===== src/logic/ooo_pkg.sv =====
`default_nettype none

package ooo_pkg;

  typedef logic [31:0] word_t;
  typedef logic [4:0]  reg_idx_t;
  typedef logic [2:0]  rob_tag_t;
  typedef logic [15:0] order_t;

  // one lane per execution unit
  localparam int CDB_LANES = 2;

  typedef enum logic [2:0] {
    ALU_ADD,
    ALU_SUB,
    ALU_AND,
    ALU_OR,
    ALU_XOR,
    ALU_SLL,
    ALU_SRL,
    ALU_SLT
  } alu_op_e;

  typedef enum logic {
    RS_ALU,
    RS_MUL
  } rs_sel_e;

  typedef struct packed {
    logic [6:0] opcode;
    reg_idx_t   rd;
    reg_idx_t   rs1;
    reg_idx_t   rs2;
    logic [2:0] funct3;
    logic [6:0] funct7;
    word_t      imm;
  } instr_t;

  typedef struct packed {
    logic     ready;
    rob_tag_t tag;
    word_t    value;
  } operand_t;

  typedef struct packed {
    alu_op_e  op;
    logic     use_imm;
    word_t    imm;
    operand_t src1;
    operand_t src2;
    rob_tag_t dest;
  } dispatch_t;

  typedef struct packed {
    logic     valid;
    rob_tag_t tag;
    word_t    data;
  } cdb_t;

  typedef struct packed {
    logic     valid;
    reg_idx_t rd;
    word_t    value;
    order_t   order;
  } commit_t;

  // pick up a broadcast value for an operand still waiting on its tag
  function automatic operand_t wake_operand(input operand_t opnd, input cdb_t lanes [CDB_LANES]);
    operand_t res;
    res = opnd;
    for (int l = 0; l < CDB_LANES; l++) begin
      if (!res.ready && lanes[l].valid && lanes[l].tag == res.tag) begin
        res.ready = 1'b1;
        res.value = lanes[l].data;
      end
    end
    return res;
  endfunction

endpackage

`default_nettype wire

===== src/logic/issue.sv =====
`default_nettype none

module issue (
  input  logic             instr_valid,
  input  ooo_pkg::instr_t  instr,
  input  logic             alu_full,
  input  logic             mul_full,
  input  logic             rob_full,
  output logic             instr_stall,
  output logic             alu_issue,
  output logic             mul_issue,
  output logic             rob_push,
  output ooo_pkg::alu_op_e op,
  output logic             use_imm
);

  localparam logic [6:0] OPC_OP     = 7'b0110011;
  localparam logic [6:0] OPC_OP_IMM = 7'b0010011;

  ooo_pkg::rs_sel_e sel;
  logic             accept;

  // M extension multiply lives in OP with funct7 = 1
  assign sel = (instr.opcode == OPC_OP && instr.funct7 == 7'b0000001) ?
               ooo_pkg::RS_MUL : ooo_pkg::RS_ALU;

  assign use_imm = (instr.opcode == OPC_OP_IMM);

  always_comb begin
    case (instr.funct3)
      3'b000: begin
        op = (instr.opcode == OPC_OP && instr.funct7[5]) ? ooo_pkg::ALU_SUB : ooo_pkg::ALU_ADD;
      end
      3'b001:  op = ooo_pkg::ALU_SLL;
      3'b010:  op = ooo_pkg::ALU_SLT;
      3'b100:  op = ooo_pkg::ALU_XOR;
      3'b101:  op = ooo_pkg::ALU_SRL;
      3'b110:  op = ooo_pkg::ALU_OR;
      3'b111:  op = ooo_pkg::ALU_AND;
      default: op = ooo_pkg::ALU_ADD;
    endcase
  end

  assign instr_stall = rob_full || (sel == ooo_pkg::RS_MUL ? mul_full : alu_full);
  assign accept      = instr_valid && !instr_stall;

  assign rob_push  = accept;
  assign alu_issue = accept && (sel == ooo_pkg::RS_ALU);
  assign mul_issue = accept && (sel == ooo_pkg::RS_MUL);

endmodule : issue

`default_nettype wire


===== config.mk =====
export PLATFORM = sky130hd
export DESIGN_NAME = issue
export DESIGN_NICKNAME = d
export VERILOG_FILES = /design/src/logic/ooo_pkg.sv /design/src/logic/issue.sv
export SDC_FILE = /design/constraint.sdc
export NUM_CORES = 1
export LEC_CHECK = 0
export ABC_AREA = 1
export BUFFER_PORTS_ARGS = -buffer_cell sky130_fd_sc_hd__buf_2
export CAP_MARGIN = 20
export CORE_AREA = 2 2 39 41
export DETAILED_ROUTE_END_ITERATION = 16
export DIE_AREA = 0 0 41 43
export GPL_TIMING_DRIVEN = 0
export PLACE_DENSITY_LB_ADDON = 0.12
export SYNTH_ARGS = -nofsm -noshare
export SYNTH_HDL_FRONTEND = slang
export SYNTH_SLANG_ARGS = --single-unit

===== constraint.sdc =====
create_clock -name vclk -period 1.33
set_input_delay 0.399 -clock vclk [all_inputs]
set_output_delay 0.399 -clock vclk [all_outputs]
set_load 0.02 [all_outputs]

### Yosys cells after proc, flatten, opt, wreduce, memory -nomap -nowiden

Cells that the tools add are included.

* flip-flop bits (word level): 0
* output and inout port bits: 8
* logic and storage cells: 22

* eq/ne operators: 9
* muxes and demuxes: 4
* bitwise operators: 1
* reductions and logical operators: 8

Operators by type and width (number)
* $pmux W3 S7: 1
* $eq A3 B3 Y1 const B: 4
* $eq A7 B1 Y1 const B: 1
* $eq A7 B5 Y1 const B: 1
* $eq A7 B6 Y1 const B: 1
* $logic_and A1 B1 Y1: 5
* $eq A3 B1 Y1 const B: 1
* $eq A3 B2 Y1 const B: 1
* $logic_not A3 Y1: 1
* $mux W1: 3
* $logic_not A1 Y1: 1
* $logic_or A1 B1 Y1: 1
* $not A1 Y1: 1

### Depth between registers and ports, before layout

Gate-level depths: netlist (run 1).

* depth in word-level cells: 8
* mapped depth: 8
* gate-level depth less buffers: 8

### Worst setup path before layout (run 1)

Ideal clock, no wire load.

* path type: input-to-output
* start: in instr[34] (netlist name)
* end: out alu_issue
* arrival time: 1.186 ns
* data required time: 0.931 ns
* setup slack: -0.255 ns
* cell stages on the path: 7
* path buffers: 0
* cell sequence: nor2_1 nand2_1 nor2_4 nand2_2 nand2_2 nand4_2 nor2_1

* cells in the longest elaborated chain, start to end: 8
* elaborated cells on any way between the ends: 9

RTL lines
* start: declaration: line issue.sv:5 `input ooo_pkg::instr_t instr,`
* $eq A7 B1 Y1 *: line issue.sv:24 `assign sel = (instr.opcode == OPC_OP && instr.funct7 == 7'b0000001) ?`
* $logic_and A1 B1 Y1 *: line issue.sv:24
* $mux W1 *: line issue.sv:24
* $mux W1: line issue.sv:44 `assign instr_stall = rob_full || (sel == ooo_pkg::RS_MUL ? mul_full : alu_full);`
* $logic_or A1 B1 Y1: line issue.sv:44
* $logic_not A1 Y1: line issue.sv:45 `assign accept = instr_valid && !instr_stall;`
* $logic_and A1 B1 Y1: line issue.sv:45
* $logic_and A1 B1 Y1 *: line issue.sv:48 `assign alu_issue = accept && (sel == ooo_pkg::RS_ALU);`
* end: declaration: line issue.sv:10 `output logic alu_issue,`

Every way passes the cells marked *; elsewhere a longest branch is shown, timed or not.

### Final worst setup path (run 1)

* start: in instr[60] (netlist name)
* end: out mul_issue

* cells in the longest elaborated chain, start to end: 8

RTL lines
* $eq A7 B6 Y1 *: line issue.sv:24
* $logic_and A1 B1 Y1 *: line issue.sv:24
* $mux W1 *: line issue.sv:24
* $mux W1: line issue.sv:44
* $logic_or A1 B1 Y1: line issue.sv:44
* $logic_not A1 Y1: line issue.sv:45
* $logic_and A1 B1 Y1: line issue.sv:45
* $logic_and A1 B1 Y1 *: line issue.sv:49 `assign mul_issue = accept && (sel == ooo_pkg::RS_MUL);`
* end: declaration: line issue.sv:11 `output logic mul_issue,`

Marks and branches as above.

==> results of run 1 <==
==> report_power, final <==
part / internal, mW / switching [mW]
clock network: 0 / 0
registers: 0 / 0
logic: 0.0699 / 0.0618
==> final timing paths <==
kind              startpoint         to  slack [ns]  cells after the start
setup / recovery   instr[60]  mul_issue       -0.34                      9
hold / removal     instr[41]      op[2]        1.08                      3
==> through the flow <==
stage	cells	setup WS [ns]
after CTS	87	-0.3536
after global placement	83	-0.3949
after global routing	88	-0.4199
final	88	-0.3419
after floorplan	38	-0.2007
after detailed placement	83	-0.4018
==> Yosys cell counts <==
master	instances	area share
nor2_1	5	0.098
nor3_1	1	0.026
nand2_1	8	0.16
nand3_2	1	0.052
o21ai_0	3	0.078
nand3_1	3	0.078
nor2_4	2	0.12
nand2_2	3	0.098
inv_1	10	0.20
nand4_2	1	0.065
nor2_2	1	0.033
==> cell type report <==
cell class	instances	area, um^2	share of cell area
Tap cell	16	20.02	0.03810
Timing Repair Buffer	34	254.0	0.4833
Multi-Input combinational cell	28	211.5	0.4024
Inverter	10	40.04	0.07619
==> kinds of logic (layout without fill, tap and decap cells) <==
| family | Yosys count | after routing |
|---|---|---|
| and+or+nand+nor | 25 | 25 |
| AOI/OAI and AO/OA | 3 | 3 |
| buffers and inverters | 10 | 44 |
==> routing by layer <==
metal	wire length (um)	vias to the layer above	track usage
met4	0	0	0
met1	226	136	0.07278
met5	0	-	0
li1	-	183	-
met3	68	0	0
met2	305	18	0.1250
==> what timing repair did <==
action                                  in CTS  in global routing
resized for setup                           15                 16
endpoints found under the setup margin       7                  8
buffers inserted                             4                  1
pin swaps                                    2                  4
cloned                                       0                  0
==> run summary, run 1 <==
DIE HEIGHT -> 43 um
Hold crit path type -> input pin to primary output
Commonest non-fill, non-tap cell in the layout -> buf_2
Total power -> 0.1316 mW
Least-Margin Pin Slew -> 0.1444 ns
Gr usage total -> 0.06294
Mux contribution to synthesized area -> 0
Layout cells sized above 1 -> 0.7778
Setup TNS -> -1.845 ns
Crit end category -> primary output
WP data required -> 0.93 ns
# hold bufs at CTS -> 0
Storage cell area -> 0 um^2
Max Slew Vio Count -> 0
Mean area per synthesized cell -> 5.038 um^2
Dpl cell area -> 377.9 um^2
Min Tclk post-route -> 1.672 ns
Gr ovfl total -> 0
Xor/xnor cell area share of the yosys netlist -> 0
GP Congestion -> 0.5398
Wire length per cell -> 6.818 um
Largest family of logic cells by synthesized area -> simple AND/OR/NAND/NOR gates
Synth cell types -> 11
Pwr dens -> 250.5 mW/mm^2
Synth Warn # -> 0
Vias in the first global route -> 255
Design area -> 525.5 um^2
Synth Area in Compound Gates -> 0.07843
First-pass GRT wire length -> 848 um
Final #Nets -> 142
Row count -> 14
Max VDD drop -> 0.05983 mV
Via Count -> 337
Top delay family on crit path -> simple AND/OR/NAND/NOR gates
Dpl hpwl -> 491.7 um
Synth Area in Adders -> 0
Fin util -> 0.3797
Final Hold Viols -> 0
Die X -> 41 um
# DRC -> 0
Hold slack -> 1.077 ns
Fmax achieved -> 0.5981 GHz
I/O Pins -> 76
Relative slew slack -> 0.9031
Final WS setup -> -0.3419 ns
Seq_cells -> 0
Mapped Nets -> 106
Worst setup SP type -> input pin
Critical-path maximum fanout -> 3
Syn-to-layout area delta -> 174.5%
Synth Cell Area -> 191.4 um^2
Setup violators final -> 6
First-pass iteration count of the detailed router -> 2
Clock buffer count -> 0
RSZ-0062 raised after global routing -> true
Status -> complete, but fails checks
Crit share post-route -> 1.257
Max incr delay on CP -> 0.12 ns
Crit path buf inv count -> 2
Starting Density -> 0.1383
CP Data Arrival Time -> 1.27 ns
Critical Path, Cell by Cell -> buf_6 > nor2_4 > nand2_2 > nor2_4 > nand2_2 > nand2_2 > nand4_4 > nor2_4 > buf_6
Max Cap Viol -> 0
P_leak -> 0.2816 nW
Crit Path Class -> input pin to primary output
Register area share after synthesis -> 0
Post-route ant nets -> 0
Core Area -> 0.001384 mm^2
IO Port Bufs -> 29
Slowest stage cell, crit path -> nand4_4
Drt initial violations -> 1
Full die area -> 0.001763 mm^2
Initial antenna violation count -> 0
Fill cell count -> 155
Simple-gate share of the synthesized area -> 0.7255
Post-Syn Instances -> 38
Leading cell types in the layout, fill and taps excluded -> buf_2, buf_6, inv_1, nand2_2, buf_4
Via density -> 3.830
Largest net degree at the start of global routing -> 4
Failing checks -> negative setup slack
Routed WL -> 600 um
Antenna cell count -> 0
(Power assumes the default switching activity.)
==> run 2: changes to the inputs <==
- BUFFER_PORTS_ARGS: -buffer_cell sky130_fd_sc_hd__buf_2 -> -buffer_cell sky130_fd_sc_hd__buf_4
==> run summary, run 2 (synthesis gave the netlist of run 1 again) <==
WP data required -> 0.93 ns
Post-route ant nets -> 0
RSZ-0062 raised after global routing -> true
Failing checks -> negative setup slack
Drt initial violations -> 0
Crit share post-route -> 1.254
Sw power -> 0.06452 mW
Full die area -> 0.001763 mm^2
Crit Path Class -> input pin to primary output
First-pass iteration count of the detailed router -> 1
Dpl hpwl -> 515.5 um
Max Slew Vio Count -> 0
Critical Path Source -> instr[34]
Leading cell types in the layout, fill and taps excluded -> buf_4, buf_6, nand2_2, inv_1, nor2_4
Hold slack -> 1.065 ns
P_leak -> 0.2875 nW
Clock Power Share -> 0
First-pass GRT wire length -> 938 um
Clock buffer count -> 0
Hold crit path type -> input pin to primary output
Routed WL -> 640 um
Pwr dens -> 262.3 mW/mm^2
Min Tclk post-route -> 1.668 ns
Vias in the first global route -> 276
Layout cells sized above 1 -> 0.8000
Initial antenna violation count -> 0
Syn-to-layout area delta -> 194.1%
Storage cell area -> 0 um^2
CP Data Arrival Time -> 1.27 ns
Crit path to -> alu_issue
Starting Density -> 0.1383
Via density -> 4.058
Combinational power share -> 1.000
Critical-path maximum fanout -> 3
Register share of total power -> 0
Antenna cell count -> 0
Status -> complete, but fails checks
Via Count -> 349
Fill cell count -> 158
Crit-path most repeated cell -> nand2_2
IO Port Bufs -> 29
Final #Nets -> 140
Relative slew slack -> 0.8999
Worst setup SP type -> input pin
Final WS setup -> -0.3382 ns
Die X -> 41 um
Commonest non-fill, non-tap cell in the layout -> buf_4
Seq_cells -> 0
Gr usage total -> 0.06893
Slowest stage cell, crit path -> buf_4
Least-Margin Pin Slew -> 0.1492 ns
Critical Path, Cell by Cell -> buf_4 > nor2_4 > nand2_2 > nor2_4 > nand2_2 > nand2_2 > nand4_4 > nor2_2 > buf_6
Core Area -> 0.001384 mm^2
# DRC -> 0
Sw frac -> 0.4368
Setup TNS -> -1.597 ns
Dpl cell area -> 450.4 um^2
Internal -> 0.08317 mW
Gr ovfl total -> 0
DIE HEIGHT -> 43 um
Crit end category -> primary output
Max incr delay on CP -> 0.12 ns
Area of the multi-input gates -> 221.5 um^2
I/O Pins -> 76
Wire length per cell -> 7.442 um
Largest net degree at the start of global routing -> 4
Max Cap Viol -> 0
Setup violators final -> 6
GP Congestion -> 0.5671
Design area -> 563.0 um^2
Final Hold Viols -> 0
Fmax achieved -> 0.5995 GHz
Max VDD drop -> 0.07258 mV
Row count -> 14
==> run 2: area by class of cell <==
cell class,instances,area share
Inverter,10,0.07111
Multi-Input combinational cell,28,0.3933
Tap cell,16,0.03556
Timing Repair Buffer,32,0.5000
==> run 2: per-stage QoR <==
stage	std cells	utilization	total power [mW]	setup WS, ns
final	86	0.4069	0.1477	-0.3382
after global routing	86	0.4069	0.1605	-0.4298
after CTS	86	0.3752	0.1338	-0.3869
after detailed placement	83	0.3255	0.1188	-0.3914
after global placement	83	0.3255	0.1183	-0.3820
after floorplan	38	-	0.04698	-0.2007
==> run 2: power groups by stage <==
stage	clock network [mW]	logic [mW]	registers, mW
global placement	0	0.118	0
global route	0	0.161	0
detailed placement	0	0.119	0
finish	0	0.148	0
CTS	0	0.134	0
floorplan	0	0.0470	0
==> run 2: critical path, delay by kind of cell <==
family	cells	cell delay [ns]
AND/OR/NAND/NOR	7	0.62
buffers and inverters	2	0.24
==> run 2: routing by layer <==
metal	vias to the layer above	part of all wire	GRT usage
li1	180	-	-
met1	151	0.31	0.08861
met2	18	0.55	0.1281
met3	0	0.14	0
met4	0	0	0
met5	-	0	0
==> run 2: repair_timing <==
action                     CTS  global route
gates resized for setup     15            13
setup buffers                3             0
pin swaps                   13             9
setup endpoints to repair    8             7
hold buffers                 0             0
==> run 2: how the worst min path moves through the flow <==
stage,from,endpoint,slack (ns),cells after the start
CTS,instr[62],use_imm,1.07,3
global route,instr[62],use_imm,1.08,3
floorplan,instr[62],use_imm,0.89,1
detailed placement,instr[62],use_imm,1.07,3
finish,instr[41],op[2],1.07,3
global placement,instr[62],use_imm,1.08,3
==> run 3: changes to the inputs <==
- TNS_END_PERCENT: unset -> 1
==> run summary, run 3 (synthesis gave the netlist of run 1 again) <==
First-pass GRT wire length -> 897 um
Setup TNS -> -1.639 ns
Status -> complete, but fails checks
Pwr dens -> 254.3 mW/mm^2
Full die area -> 0.001763 mm^2
Crit path buf inv count -> 2
Critical-path maximum fanout -> 3
Commonest non-fill, non-tap cell in the layout -> buf_4
Syn-to-layout area delta -> 171.9%
Antenna cell count -> 0
Via density -> 3.859
GP Congestion -> 0.5690
Clock Power Share -> 0
I/O Pins -> 76
Crit share post-route -> 1.289
HP Start -> instr[62]
Via Count -> 328
Combinational power share -> 1.000
Hold depth -> 3
Critical Path, Cell by Cell -> buf_4 > nor2_2 > nand2_2 > nor2_4 > nand2_2 > nand2_2 > nand4_4 > nor2_2 > buf_6
Final Non-Filler Cells -> 85
Worst setup SP type -> input pin
DP Cell Count -> 83
Gr ovfl total -> 0
Gr usage total -> 0.06693
Hold crit path type -> input pin to primary output
Internal -> 0.07632 mW
IO Port Bufs -> 29
Least-Margin Pin Slew -> 0.1654 ns
Seq_cells -> 0
Final WS setup -> -0.3838 ns
Wire length per cell -> 7.153 um
Hold path endpoint -> use_imm
Layout cells sized above 1 -> 0.7246
Dpl hpwl -> 531.3 um
Register share of total power -> 0
WP data required -> 0.93 ns
Initial antenna violation count -> 0
P_leak -> 0.2726 nW
Area of the multi-input gates -> 192.7 um^2
Max incr delay on CP -> 0.14 ns
Relative slew slack -> 0.8889
Min Tclk post-route -> 1.714 ns
Fill cell count -> 160
Storage cell area -> 0 um^2
Failing checks -> negative setup slack
RSZ-0062 raised after global routing -> true
Clock buffer count -> 0
Sw frac -> 0.4235
Sw power -> 0.05606 mW
Top delay family on crit path -> simple AND/OR/NAND/NOR gates
Max Cap Viol -> 0
Fmax achieved -> 0.5835 GHz
Crit Path Class -> input pin to primary output
Crit end category -> primary output
Max VDD drop -> 0.08462 mV
Core Area -> 0.001384 mm^2
Row count -> 14
Largest net degree at the start of global routing -> 4
Slowest stage cell, crit path -> nor2_2
Drt initial violations -> 1
Max Slew Vio Count -> 0
DIE HEIGHT -> 43 um
Post-route ant nets -> 0
# DRC -> 0
Die X -> 41 um
Leading cell types in the layout, fill and taps excluded -> buf_4, buf_6, nand2_2, inv_1, nand2_1
Crit-path most repeated cell -> nand2_2
First-pass iteration count of the detailed router -> 3
Routed WL -> 608 um
Setup violators final -> 6
CP Data Arrival Time -> 1.31 ns
Final Hold Viols -> 0
Starting Density -> 0.1383
Vias in the first global route -> 255
Final #Nets -> 139
[run 3: cell types whose count changed in the layout (fill, tap and decap cells not counted), sizes merged]
cell	previous run	this run
buf	32	31
[run 3: layout make-up]
class                      instances  share of cell area
inverter                          10             0.07212
multi-input combinational         28              0.3702
tap                               16             0.03846
timing repair buffer              31              0.5192
[run 3: worst min-delay path, delay by kind of cell]
kind	cells	cell delay (ns)
buffers and inverters	2	0.24
and+or+nand+nor	1	0.04
[run 3: what timing repair did]
item	in CTS	in global routing
hold buffers	0	0
pin swaps	11	7
buffers inserted	2	0
setup endpoints to repair	7	7
cloned	0	0
resized for setup	16	7
[run 3: worst max-delay path by stage]
stage / startpoint / to / slack (ns) / cells after the start
final: instr[34] / alu_issue / -0.38 / 9
after global routing: instr[59] / alu_issue / -0.45 / 9
after CTS: instr[59] / mul_issue / -0.39 / 9
after detailed placement: instr[60] / mul_issue / -0.43 / 9
after global placement: instr[60] / mul_issue / -0.40 / 9
after floorplan: instr[34] / alu_issue / -0.20 / 7
[run 3: per-stage QoR]
| step | setup WS, ns | instance area, um^2 | power (mW) | hold slack, ns | utilization |
|---|---|---|---|---|---|
| final | -0.3838 | 520.5 | 0.1324 | 1.077 | 0.3761 |
| after global routing | -0.4529 | 520.5 | 0.1436 | 1.086 | 0.3761 |
| after CTS | -0.3905 | 498.0 | 0.1285 | 1.079 | 0.3599 |
| after detailed placement | -0.4270 | 434.2 | 0.1127 | 1.077 | 0.3137 |
| after global placement | -0.4037 | 434.2 | 0.1122 | 1.076 | 0.3137 |
| after floorplan | -0.2015 | 196.4 | 0.04276 | 0.8867 | - |
[run 3: routing by layer]
metal | global-route usage | wire [um] | vias up
met1 | 0.08228 | 214 | 127
li1 | - | - | 178
met3 | 0.01047 | 128 | 0
met2 | 0.1219 | 265 | 23
met5 | 0 | 0 | -
met4 | 0 | 0 | 0
[run 3: power groups by stage]
| stage | Combinational [mW] | Clock (mW) | Sequential, mW |
|---|---|---|---|
| floorplan | 0.0428 | 0 | 0 |
| global placement | 0.112 | 0 | 0 |
| detailed placement | 0.113 | 0 | 0 |
| CTS | 0.128 | 0 | 0 |
| global route | 0.144 | 0 | 0 |
| finish | 0.132 | 0 | 0 |
