File: src/logic/ooo_pkg.sv
`default_nettype none

package ooo_pkg;

  typedef logic [31:0] word_t;
  typedef logic [4:0]  reg_idx_t;
  typedef logic [2:0]  rob_tag_t;
  typedef logic [15:0] order_t;

  // one lane per execution unit
  localparam int CDB_LANES = 2;

  typedef enum logic [2:0] {
    ALU_ADD,
    ALU_SUB,
    ALU_AND,
    ALU_OR,
    ALU_XOR,
    ALU_SLL,
    ALU_SRL,
    ALU_SLT
  } alu_op_e;

  typedef enum logic {
    RS_ALU,
    RS_MUL
  } rs_sel_e;

  typedef struct packed {
    logic [6:0] opcode;
    reg_idx_t   rd;
    reg_idx_t   rs1;
    reg_idx_t   rs2;
    logic [2:0] funct3;
    logic [6:0] funct7;
    word_t      imm;
  } instr_t;

  typedef struct packed {
    logic     ready;
    rob_tag_t tag;
    word_t    value;
  } operand_t;

  typedef struct packed {
    alu_op_e  op;
    logic     use_imm;
    word_t    imm;
    operand_t src1;
    operand_t src2;
    rob_tag_t dest;
  } dispatch_t;

  typedef struct packed {
    logic     valid;
    rob_tag_t tag;
    word_t    data;
  } cdb_t;

  typedef struct packed {
    logic     valid;
    reg_idx_t rd;
    word_t    value;
    order_t   order;
  } commit_t;

  // pick up a broadcast value for an operand still waiting on its tag
  function automatic operand_t wake_operand(input operand_t opnd, input cdb_t lanes [CDB_LANES]);
    operand_t res;
    res = opnd;
    for (int l = 0; l < CDB_LANES; l++) begin
      if (!res.ready && lanes[l].valid && lanes[l].tag == res.tag) begin
        res.ready = 1'b1;
        res.value = lanes[l].data;
      end
    end
    return res;
  endfunction

endpackage

`default_nettype wire
File: src/logic/rob.sv
`default_nettype none

module rob (
  input  logic              clk,
  input  logic              rst_n,
  input  logic              rob_push,
  input  ooo_pkg::reg_idx_t push_rd,
  input  ooo_pkg::cdb_t     cdb [ooo_pkg::CDB_LANES],
  input  ooo_pkg::rob_tag_t rs1_tag,
  input  ooo_pkg::rob_tag_t rs2_tag,
  output logic              rob_full,
  output ooo_pkg::rob_tag_t alloc_tag,
  output logic              rs1_done,
  output ooo_pkg::word_t    rs1_val,
  output logic              rs2_done,
  output ooo_pkg::word_t    rs2_val,
  output ooo_pkg::commit_t  commit,
  output ooo_pkg::rob_tag_t commit_tag
);

  localparam int DEPTH = 2 ** $bits(ooo_pkg::rob_tag_t);

  logic [DEPTH-1:0]    valid;
  logic [DEPTH-1:0]    done;
  ooo_pkg::reg_idx_t   rd    [DEPTH];
  ooo_pkg::word_t      value [DEPTH];
  ooo_pkg::order_t     order [DEPTH];

  // pointers wrap with the tag width
  ooo_pkg::rob_tag_t   head;
  ooo_pkg::rob_tag_t   tail;
  logic [$bits(ooo_pkg::rob_tag_t):0] count;
  ooo_pkg::order_t     next_order;
  logic                pop;

  assign rob_full  = (count == DEPTH);
  assign alloc_tag = tail;

  // operand lookup for issue
  assign rs1_done = valid[rs1_tag] && done[rs1_tag];
  assign rs1_val  = value[rs1_tag];
  assign rs2_done = valid[rs2_tag] && done[rs2_tag];
  assign rs2_val  = value[rs2_tag];

  assign pop = valid[head] && done[head];

  always_comb begin
    commit.valid = pop;
    commit.rd    = rd[head];
    commit.value = value[head];
    commit.order = order[head];
  end
  assign commit_tag = head;

  always_ff @(posedge clk or negedge rst_n) begin
    if (!rst_n) begin
      valid      <= '0;
      done       <= '0;
      head       <= '0;
      tail       <= '0;
      count      <= '0;
      next_order <= '0;
    end else begin
      for (int l = 0; l < ooo_pkg::CDB_LANES; l++) begin
        if (cdb[l].valid) begin
          done[cdb[l].tag] <= 1'b1;
        end
      end
      if (rob_push) begin
        valid[tail] <= 1'b1;
        done[tail]  <= 1'b0;
        tail        <= tail + 1'b1;
        next_order  <= next_order + 1'b1;
      end
      if (pop) begin
        valid[head] <= 1'b0;
        head        <= head + 1'b1;
      end
      count <= count + rob_push - pop;
    end
  end

  always_ff @(posedge clk) begin
    for (int l = 0; l < ooo_pkg::CDB_LANES; l++) begin
      if (cdb[l].valid) begin
        value[cdb[l].tag] <= cdb[l].data;
      end
    end
    if (rob_push) begin
      rd[tail]    <= push_rd;
      order[tail] <= next_order;
    end
  end

  a_no_push_when_full: assert property (@(posedge clk) disable iff (!rst_n)
    rob_push |-> !rob_full);

  for (genvar l = 0; l < ooo_pkg::CDB_LANES; l++) begin : g_cdb_chk
    // a broadcast must target an entry still in flight
    a_cdb_hits_live: assert property (@(posedge clk) disable iff (!rst_n)
      cdb[l].valid |-> valid[cdb[l].tag]);
  end

endmodule : rob

`default_nettype wire

File: config.mk
export PLATFORM = sky130hd
export DESIGN_NAME = rob
export DESIGN_NICKNAME = d
export VERILOG_FILES = /design/src/logic/ooo_pkg.sv /design/src/logic/rob.sv
export SDC_FILE = /design/constraint.sdc
export NUM_CORES = 1
export LEC_CHECK = 0
export ABC_AREA = 0
export ABC_CLOCK_PERIOD_IN_PS = 3900
export BUFFER_PORTS_ARGS = -buffer_cell sky130_fd_sc_hd__clkbuf_2
export CORE_ASPECT_RATIO = 1.75
export CORE_UTILIZATION = 45
export CTS_CLUSTER_DIAMETER = 120
export DETAILED_ROUTE_END_ITERATION = 10
export SLEW_MARGIN = 25
export SYNTH_ARGS = -nofsm -noshare
export SYNTH_HDL_FRONTEND = slang
export SYNTH_SLANG_ARGS = --single-unit
File: constraint.sdc
create_clock -name clk -period 3.9 [get_ports clk]
set_input_delay 1.17 -clock clk [delete_from_list [all_inputs] [get_ports clk]]
set_output_delay 1.17 -clock clk [all_outputs]
set_load 0.02 [all_outputs]
Yosys cells after proc, flatten, opt, wreduce, memory -nomap -nowiden
Memories as Yosys holds them, arrays and structs flattened.
Cells that the tools add are included.
{"block": "word_totals", "register_bits": 42, "latchBits": 0, "mem_bits_rw": 424, "rom_bits": 0, "inputBits": 86, "word_cells": 70, "memories": 3}
{"memory": "value", "words": 8, "word_bits": 32, "rd": 3, "rd_ports_with_merged_regs": 0, "write_ports": 2, "line_no": "rob.sv:26", "source": "ooo_pkg::word_t value [DEPTH];"}
{"memory": "order", "words": 8, "word_bits": 16, "rd": 1, "rd_ports_with_merged_regs": 0, "write_ports": 1, "line_no": "rob.sv:27", "source": "ooo_pkg::order_t order [DEPTH];"}
{"memory": "rd", "words": 8, "word_bits": 5, "rd": 1, "rd_ports_with_merged_regs": 0, "write_ports": 1, "line_no": "rob.sv:25", "source": "ooo_pkg::reg_idx_t rd [DEPTH];"}
{"block": "op_classes", "add_sub_neg": 5, "n_mul": 0, "div": 0, "magnitude_cmp": 10, "n_eq_ne": 1, "shift": 0, "muxes": 31, "n_bitwise": 7, "reduce_logical": 7}
{"cell": "$mux W8", "count": 5}
{"cell": "$lt A3 B4 Y1 const B", "count": 6}
{"cell": "$or A8 B8 Y8", "count": 3}
{"cell": "$bmux W1 S3", "count": 6}
{"cell": "$add A16 B1 Y16 const B", "count": 1}
{"cell": "$and A8 B8 Y8", "count": 2}
{"cell": "$mux W1", "count": 16}
{"cell": "$not A8 Y8", "count": 2}
{"cell": "$demux W1 S3", "count": 4}
{"cell": "$ge A3 B1 Y1 const B", "count": 4}
{"cell": "$logic_and A1 B1 Y1", "count": 7}
{"cell": "$add A3 B1 Y3 const B", "count": 2}
{"cell": "$add A4 B1 Y4", "count": 1}
{"cell": "$eq A4 B4 Y1 const B", "count": 1}
{"cell": "$sub A4 B1 Y4", "count": 1}

Longest topological paths before layout
Gate-level depths: netlist (run 1).
{"block": "logic_depth", "depth_word": 10, "mapped_depth": 12, "depth_no_buf": 10}

Worst setup path after synthesis (run 1)
Ideal clock, no wire load.
{"block": "synth_path", "path_kind": "input to register", "from": "in cdb[68] (netlist name)", "to": "mem value[6][0] (netlist name), enable pin", "arrival_ps": 3703, "path_slack_ps": -271, "stages": 2, "n_path_buf": 0, "path_cell_list": "nand2b_1 o21ai_0"}
{"item": "from (decl)", "line_no": "rob.sv:8", "source": "input ooo_pkg::cdb_t cdb [ooo_pkg::CDB_LANES],"}
{"item": "to (decl)", "line_no": "rob.sv:26"}

Final worst setup path (run 1)
{"block": "layout_path", "from": "in rs1_tag[0]", "to": "out rs1_val[31]"}
{"block": "layout_via", "elab_chain_len": 1}
{"item": "from (decl)", "line_no": "rob.sv:9", "source": "input ooo_pkg::rob_tag_t rs1_tag,"}
{"item": "$mem_v2 Z8 W32"}
{"item": "to (decl)", "line_no": "rob.sv:14", "source": "output ooo_pkg::word_t rs1_val,"}
Every way passes these cells.

==> run_results.csv, run 1 <==
group,metric,value,unit
place,numPortBuffers,212,
sta,holdWs,500,ps
power_and_ir_drop,power.density,588,nW/um2
global_routing,antenna_found_initial,10,
floorplanning,io_pins,213,
finish,area_growth,15.9,%
setup_path,cp_common_cell,"buf_4",
global_routing,overflow,0,
detailed_routing,ant_nets,0,
setup_path,cp_max_fo,9,
sta,clock_skew,22.0,ps
detailed_routing,drc,0,
yosys,syn_inst,1368,
floorplanning,die_width,180,um
yosys,synthMuxAreaShare,38.2,%
sta,period_minus_slack,3790,ps
yosys,yosysSeqAreaShare,55.0,%
floorplanning,initial_core_util,45.4,%
finish,nets,1699,
hold_path,hold_class,"reg2reg",
yosys,synth_ff_type,"edfxtp_1",
power_and_ir_drop,p_leak,10.1,nW
cts,clk_path_buf_depth,3,
sta,final_max_slew_viol_count,0,
power_and_ir_drop,p_sw,5.58,mW
sta,hold_viol,0,
power_and_ir_drop,irDropWorstVdd,506,uV
power_and_ir_drop,power_frac_seq,39.5,%
yosys,synth_nets,1463,
yosys,synth_simple_gate_area_share,2.31,%
place,place_congestion,0.806,
cts,ctsHoldBuffers,0,
yosys,yosysWarnings,0,
detailed_routing,wl_per_cell,29.7,um
cts,path_clk_slew,60,ps
sta,relSlewSlack,42.1,%
floorplanning,rows,114,
sta,fmax,264,MHz
detailed_routing,drt_iter0_markers,1017,
global_routing,grt_start_max_net_pins,81,
cts,cts-root-buf,"clkbuf_16",
setup_path,critical_path.slowest_cell,"mux4_2",
setup_path,start_kind,"primary input",
cts,cts_buffers,45,
yosys,netlist_top_cells_count,"edfxtp_1, mux2_2, mux4_2",
global_routing,grt_usage,24.8,%
power_and_ir_drop,p_comb_share,34.1,%
yosys,postSynth.asyncResetShare,9.01,%
sta,rsz0062_at_grt,"no",
flow_run,cap_violations,0,
sta,fin_tns_setup,0,ps
sta,setup_violations,0,
setup_path,path_class,"in2out",
power_and_ir_drop,switching_share,32.7,%
power_and_ir_drop,power.internal,11.5,mW
cts,cts.sinks,466,
setup_path,end_kind,"output port",
detailed_routing,routed_wl,69.6,mm
finish,drive_above_1_share,60.8,%
floorplanning,die_area,56700,um2
yosys,synth_xor_area_share,0.664,%
detailed_routing,via_per_inst,6.18,
floorplanning,die-height,314,um
yosys,synth_cell_type_count,44,
yosys,synthAdderAreaFrac,0.479,%
yosys,synth-seq-cells,466,
setup_path,slowest_delay,520,ps
setup_path,crit_chain,"buf_4 -> buf_4 -> mux4_2 -> mux2_2 -> clkbuf_2",
floorplanning,core,55200,um2
yosys,yosysMostFrequentCell,"edfxtp_1",
place,hpwl,45.6,mm
yosys,synth_top_family_by_area,"multiplexers",
sta,tightest_slew,866,ps
status,status,"finished, final reports clean",
yosys,synth_area_leaders,"edfxtp_1, mux4_2, mux2_2, dfrtp_1, buf_2",
place,dpl_cell_area,27500,um2
detailed_routing,dr_total_vias,14500,
cts,htree_levels,2,
setup_path,r2r_slack,1040,ps
setup_path,cp_data_required_time,2730,ps
power_and_ir_drop,clock_power_share,26.4,%
cts,clk-insertion-delay-late,570,ps
yosys,synth_edf_count,424,
setup_path,arrival,2620,ps
yosys,synthesis.area,25100,um2
detailed_routing,first_pass_iters,5,
yosys,yosys.area.top_type,"edfxtp_1",
global_routing,grt_pass1_vias,15500,
cts,cts_tree,"built",
global_routing,grt_pass1_wl,102,mm
yosys,synth_compound_area_share,0.983,%
sta,finalCritPeriodShare,97.3,%
finish,final_area,29100,um2
yosys,synth.top_cell.area_share,50.8,%
yosys,avgSynthCellArea,18.3,um2
[per-layer routing]
metal / share of wire (%) / up-vias / GRT usage (%)
li1: - / 6194 / -
met1: 37 / 7575 / 29.4
met2: 54 / 543 / 45.4
met3: 5.9 / 131 / 3.89
met4: 3.1 / 14 / 8.68
met5: 0.12 / - / 0
[worst max-delay path: cells and delay by family]
kind | cells | cell delay (ps)
multiplexers | 2 | 810
buffers and inverters | 3 | 630
[power groups by stage]
| stage | Clock [mW] | Sequential [mW] | Combinational (mW) |
|---|---|---|---|
| 3_3_place_gp | 0 | 6.80 | 5.83 |
| 2_1_floorplan | 0 | 6.58 | 4.22 |
| 6_report | 4.52 | 6.75 | 5.82 |
| 3_5_place_dp | 0 | 6.85 | 5.89 |
| 5_1_grt | 4.79 | 6.82 | 6.23 |
| 4_1_cts | 4.60 | 6.74 | 5.91 |
[final timing paths]
| kind | startpoint | depth (start not counted) | end |
|---|---|---|---|
| max | rs1_tag[0] | 5 | rs1_val[31] |
| min | valid[2] | 1 | valid[2] |
| max reg2reg | commit_tag[0] | 9 | count[1] |
| min reg2reg | valid[2] | 1 | valid[2] |
| max in group asynchronous | rst_n | 2 | valid[5] |
| min in group asynchronous | rst_n | 1 | count[3] |
[final cells by class]
| cell class | count | area, um2 |
|---|---|---|
| fill | 4516 | 26100 |
| clock inverter | 21 | 253 |
| inverter | 11 | 41.3 |
| tap | 696 | 871 |
| sequential | 466 | 13800 |
| antenna | 4 | 10.0 |
| clock buffer | 61 | 1250 |
| multi-input combinational | 787 | 10800 |
| timing repair buffer | 293 | 2040 |
[registers in the layout, indices dropped and copies added (netlist names)]
name,count
alloc_tag,3
commit_tag,3
count,4
done,8
next_order,16
order,128
rd,40
valid,8
value,256
[cell families after synthesis]
group                    after synthesis
multiplexers                         614
flip-flops                           466
buffers and inverters                115
AND/OR/NAND/NOR                      108
AO/OA/AOI/OAI                         37
XOR/XNOR                              19
adder cells (fa/ha/maj)                9
[stage by stage]
stage	total power [mW]	worst slack, ps	std cells	utilization [%]
6_report	17.1	107	2339	52.7
5_1_grt	17.8	19.2	2339	52.7
4_1_cts	17.2	21.5	2334	52.6
3_5_place_dp	12.7	105	2252	49.9
3_3_place_gp	12.6	123	2252	49.9
2_1_floorplan	10.8	243	1368	-
[cells in the final DEF, fill, tap and decap left out, types with 7 or more instances in the layout]
cell        instances
buf_4              57
xnor2_1            13
mux2_2            373
clkbuf_2          208
edfxtp_1          424
nor2_1             13
nand2_1            24
nand3_1            20
clkbuf_16          48
clkinvlp_4          8
inv_1              11
buf_12             26
mux4_2            237
ha_1                8
clkbuf_1           12
o21ai_0             9
nand4_1             7
dfrtp_1            39
[repair_timing]
action,in CTS,in global routing
setup endpoints to repair,1,9
resized for setup,1,1
setup buffers,0,0
gates cloned,0,1
No activity file was read; power rests on OpenSTA's default activity.
==> run 2: changes to the inputs <==
- CAP_MARGIN: unset -> 20
- RECOVER_POWER: unset -> 50
==> run_results.csv, run 2 (synthesis gave the netlist of run 1 again) <==
group,metric,value,unit
setup_path,r2r_slack,1020,ps
detailed_routing,drt_iter0_markers,988,
floorplanning,die_area,56700,um2
sta,holdWs,500,ps
hold_path,hold_depth,1,
floorplanning,die-height,314,um
setup_path,reg2reg_depth,9,
finish,final_area,28900,um2
detailed_routing,via_per_inst,6.21,
hold_path,min_to,"valid[2]",
sta,setup_violations,0,
floorplanning,io_pins,213,
power_and_ir_drop,p_leak,9.95,nW
hold_path,hold_class,"reg2reg",
place,dpl_cell_area,27500,um2
status,status,"finished, violations left",
setup_path,r2r_start,"commit_tag[0]",
cts,cts-root-buf,"clkbuf_16",
setup_path,path_class,"in2out",
sta,layout_setup_ws,107,ps
setup_path,cp_data_required_time,2730,ps
cts,post_cts_buffers,0,
setup_path,end_kind,"output port",
setup_path,reg2reg_to,"count[1]",
cts,clk-insertion-delay-late,570,ps
place,place_congestion,0.806,
hold_path,min_from,"valid[2]",
place,pre_cts_ws,105,ps
power_and_ir_drop,power.density,591,nW/um2
power_and_ir_drop,irDropWorstVdd,507,uV
sta,fin_tns_setup,0,ps
finish,largest_reg_flops,256,
global_routing,grt_usage,24.8,%
global_routing,grt_pass1_vias,15500,
sta,tightest_slew,2240,ps
global_routing,overflow,0,
cts,path_clk_slew,60,ps
cts,clk_path_buf_depth,3,
power_and_ir_drop,finalPower,17.1,mW
sta,final_max_slew_viol_count,208,
sta,rsz0062_at_grt,"no",
cts,cts.sinks,466,
floorplanning,initial_core_util,45.4,%
detailed_routing,first_pass_iters,5,
sta,clock_skew,21.6,ps
cts,cts_buffers,45,
floorplanning,rows,114,
detailed_routing,dr_total_vias,14500,
detailed_routing,ant_nets,0,
finish,area_growth,15.2,%
finish,fin_util,52.3,%
sta,finalCritPeriodShare,97.3,%
detailed_routing,wl_per_cell,29.8,um
setup_path,start_kind,"primary input",
status,violations,"capacitance limit, slew limit",
place,numPortBuffers,212,
sta,hold_viol,0,
cts,htree_levels,2,
setup_path,arrival,2620,ps
sta,fmax,264,MHz
global_routing,grt_pass1_wl,102,mm
place,hpwl,45.6,mm
flow_run,cap_violations,10,
floorplanning,core,55200,um2
place,dp.cells,2252,
finish,nets,1699,
cts,ctsHoldBuffers,0,
detailed_routing,drc,0,
finish,layout_commonest_cell,"edfxtp_1",
global_routing,antenna_found_initial,10,
detailed_routing,routed_wl,69.8,mm
floorplanning,die_width,180,um
sta,period_minus_slack,3790,ps
setup_path,cp_max_fo,9,
finish,mostFrequentLayoutCells,"edfxtp_1, mux2_2, mux4_2",
finish,drive_above_1_share,58.1,%
finish,instances_no_fill,2339,
cts,cts_tree,"built",
sta,relSlewSlack,-50.4,%
global_routing,grt_start_max_net_pins,81,
==> run 2: cell count changes in the layout (fill, tap and decap cells not counted), moves of 3 or more <==
cell	delta
clkbuf_2	-11
o21ai_4	-3
buf_4	-21
clkbuf_1	+32
==> run 2: worst max path at each step <==
stage	start	cells past startpoint	end
floorplan	rs1_tag[0]	4	rs1_val[10]
global placement	rs2_tag[0]	5	rs2_val[0]
detailed placement	rs2_tag[0]	5	rs2_val[11]
CTS	commit_tag[2]	4	commit[35]
global route	commit_tag[0]	4	commit[30]
finish	rs1_tag[0]	5	rs1_val[14]
==> run 2: critical path: stages <==
cell	delay, ps
buf_4	180
buf_4	260
mux4_2	530
mux2_2	310
clkbuf_2	160
==> run 2: cell type report <==
class                   instances  area (um2)
diodes                          4        10.0
clock buffers                  61        1250
clock inverters                21         253
fillers                      4554       26300
inverters                      11        41.3
multi-input cells             787       10700
flip-flops and latches        466       13800
well taps                     696         871
repair buffers                293        1950
==> run 2: what timing repair did <==
action,CTS,global route
cloned,0,1
resized for setup,1,1
setup endpoints to repair,1,9
endpoints found under the hold margin,0,0
==> run 2: per-layer routing <==
metal | track usage [%] | share of wire (%) | vias up
met5 | 0 | 0.11 | -
met4 | 8.68 | 3.1 | 14
met3 | 3.89 | 5.6 | 131
met2 | 45.4 | 54 | 511
met1 | 29.4 | 37 | 7678
li1 | - | - | 6200
==> run 2: where the power goes <==
group          switching (mW)  internal [mW]  total [mW]  leakage, nW
registers               0.560           6.20        6.76         4.43
clock network            1.93           2.59        4.52        0.709
logic                    3.09           2.71        5.80         4.81
total                    5.58           11.5        17.1         9.95
==> run 3: changes to the inputs <==
- ABC_CLOCK_PERIOD_IN_PS: 3900 -> 4000
- CORE_ASPECT_RATIO: 1.75 -> 2
- CORE_MARGIN: unset -> 2
- clock period: 3.9 -> 4 ns (I/O delays scaled with it)
==> run_results.csv, run 3 (synthesis gave the netlist of run 1 again) <==
group,metric,value,unit
status,status,"finished, violations left",
status,violations,"capacitance limit, slew limit",
global_routing,grt_start_max_net_pins,37,
power_and_ir_drop,p_leak,9.86,nW
finish,largest_reg_flops,256,
setup_path,r2r_slack,1000,ps
hold_path,min_to,"valid[1]",
detailed_routing,drt_iter0_markers,1100,
power_and_ir_drop,finalPower,16.4,mW
cts,path_clk_slew,60,ps
finish,nets,1688,
sta,layout_setup_ws,190,ps
finish,final_area,28700,um2
place,pre_cts_ws,176,ps
place,dpl_cell_area,27400,um2
floorplanning,core,55300,um2
finish,area_growth,14.4,%
sta,final_max_slew_viol_count,278,
sta,fin_tns_setup,0,ps
hold_path,hold_class,"reg2reg",
global_routing,grt_pass1_wl,103,mm
detailed_routing,first_pass_iters,4,
setup_path,reg2reg_depth,11,
cts,clk-insertion-delay-late,570,ps
global_routing,overflow,0,
cts,cts_tree,"built",
sta,period_minus_slack,3810,ps
setup_path,cp_max_fo,24,
sta,relSlewSlack,-40.6,%
power_and_ir_drop,power.density,572,nW/um2
cts,clk_path_buf_depth,3,
finish,mostFrequentLayoutCells,"edfxtp_1, mux2_2, mux4_2",
setup_path,reg2reg_to,"count[2]",
sta,fmax,262,MHz
hold_path,hold_depth,1,
sta,clock_skew,24.6,ps
cts,cts.sinks,466,
cts,cts-root-buf,"clkbuf_16",
setup_path,arrival,2610,ps
floorplanning,io_pins,213,
finish,layout_commonest_cell,"edfxtp_1",
setup_path,end_kind,"output port",
global_routing,antenna_found_initial,10,
detailed_routing,ant_nets,0,
finish,fill_cells,4651,
finish,drive_above_1_share,57.7,%
sta,tightest_slew,2100,ps
floorplanning,die_area,57700,um2
cts,cts.repair.resized,0,
sta,setup_violations,0,
floorplanning,initial_core_util,45.4,%
detailed_routing,wl_per_cell,29.8,um
hold_path,min_from,"valid[1]",
setup_path,start_kind,"primary input",
cts,cts_buffers,43,
detailed_routing,via_per_inst,6.11,
place,hpwl,45.5,mm
sta,hold_viol,0,
detailed_routing,dr_total_vias,14500,
sta,finalCritPeriodShare,95.3,%
flow_run,cap_violations,12,
floorplanning,die-height,338,um
global_routing,grt_pass1_vias,15700,
power_and_ir_drop,irDropWorstVdd,326,uV
floorplanning,die_width,171,um
detailed_routing,drc,0,
detailed_routing,routed_wl,70.8,mm
cts,htree_levels,2,
setup_path,r2r_start,"commit_tag[0]",
setup_path,path_class,"in2out",
sta,rsz0062_at_grt,"no",
setup_path,cp_data_required_time,2800,ps
global_routing,grt_usage,24.8,%
place,numPortBuffers,212,
floorplanning,rows,122,
place,place_congestion,0.823,
## run 3: cell count changes in the layout (fill, tap and decap cells not counted), moves of 3 or more
cell,previous run,this run
clkinvlp_4,8,0
clkinv_1,1,8
buf_12,26,18
clkbuf_2,197,200
clkbuf_1,44,38
## run 3: where the power goes
group          internal, mW  leakage [nW]  total (mW)  switching, mW
sequential             6.04          4.43        6.62          0.580
combinational          2.67          4.75        5.68           3.01
clock                  2.30         0.678        4.11           1.82
## run 3: stage by stage
stage / util [%] / std cells / hold slack (ps)
final: 51.9 / 2375 / 516
after global routing: 51.9 / 2374 / 533
after CTS: 52.1 / 2368 / 519
after detailed placement: 49.6 / 2290 / 507
after global placement: 49.6 / 2290 / 481
after floorplan: - / 1368 / 462
## run 3: timing repair
item | 4_1_cts | 5_1_grt
endpoints found under the setup margin | 2 | 1
setup buffers | 1 | 1
hold buffers | 0 | 0
## run 3: routing by layer
metal  GRT usage, %  vias to the layer above  wire [um]
met5              0                        -         54
met4           9.61                       10       2460
met3           4.04                      131       4110
met2           45.9                      518      38600
met1           28.6                     7695      25500
li1               -                     6169          -
## run 3: worst max-delay path by stage
stage,startpoint,end,slack [ps],cells after the start
finish,rs2_tag[0],rs2_val[15],190,5
global route,commit_tag[0],commit[53],100,6
CTS,commit_tag[0],commit[8],70,4
detailed placement,rs2_tag[0],rs2_val[15],180,5
global placement,rs2_tag[0],rs2_val[15],190,5
floorplan,rs1_tag[0],rs1_val[10],280,4
## run 3: area by class of cell
type | instances | area [um2] | area share (%)
timing repair buffer | 284 | 1780 | 6.19
multi-input combinational | 787 | 10700 | 37.5
inverter | 11 | 41.3 | 0.144
tap | 744 | 931 | 3.25
antenna | 6 | 15.0 | 0.0524
sequential | 466 | 13800 | 48.1
clock inverter | 22 | 189 | 0.659
clock buffer | 55 | 1180 | 4.13
## run 3: worst max-delay path, stage by stage
cell and delay, ps:
buf_4 140, buf_12 230, mux4_2 540, mux2_2 310, clkbuf_2 160
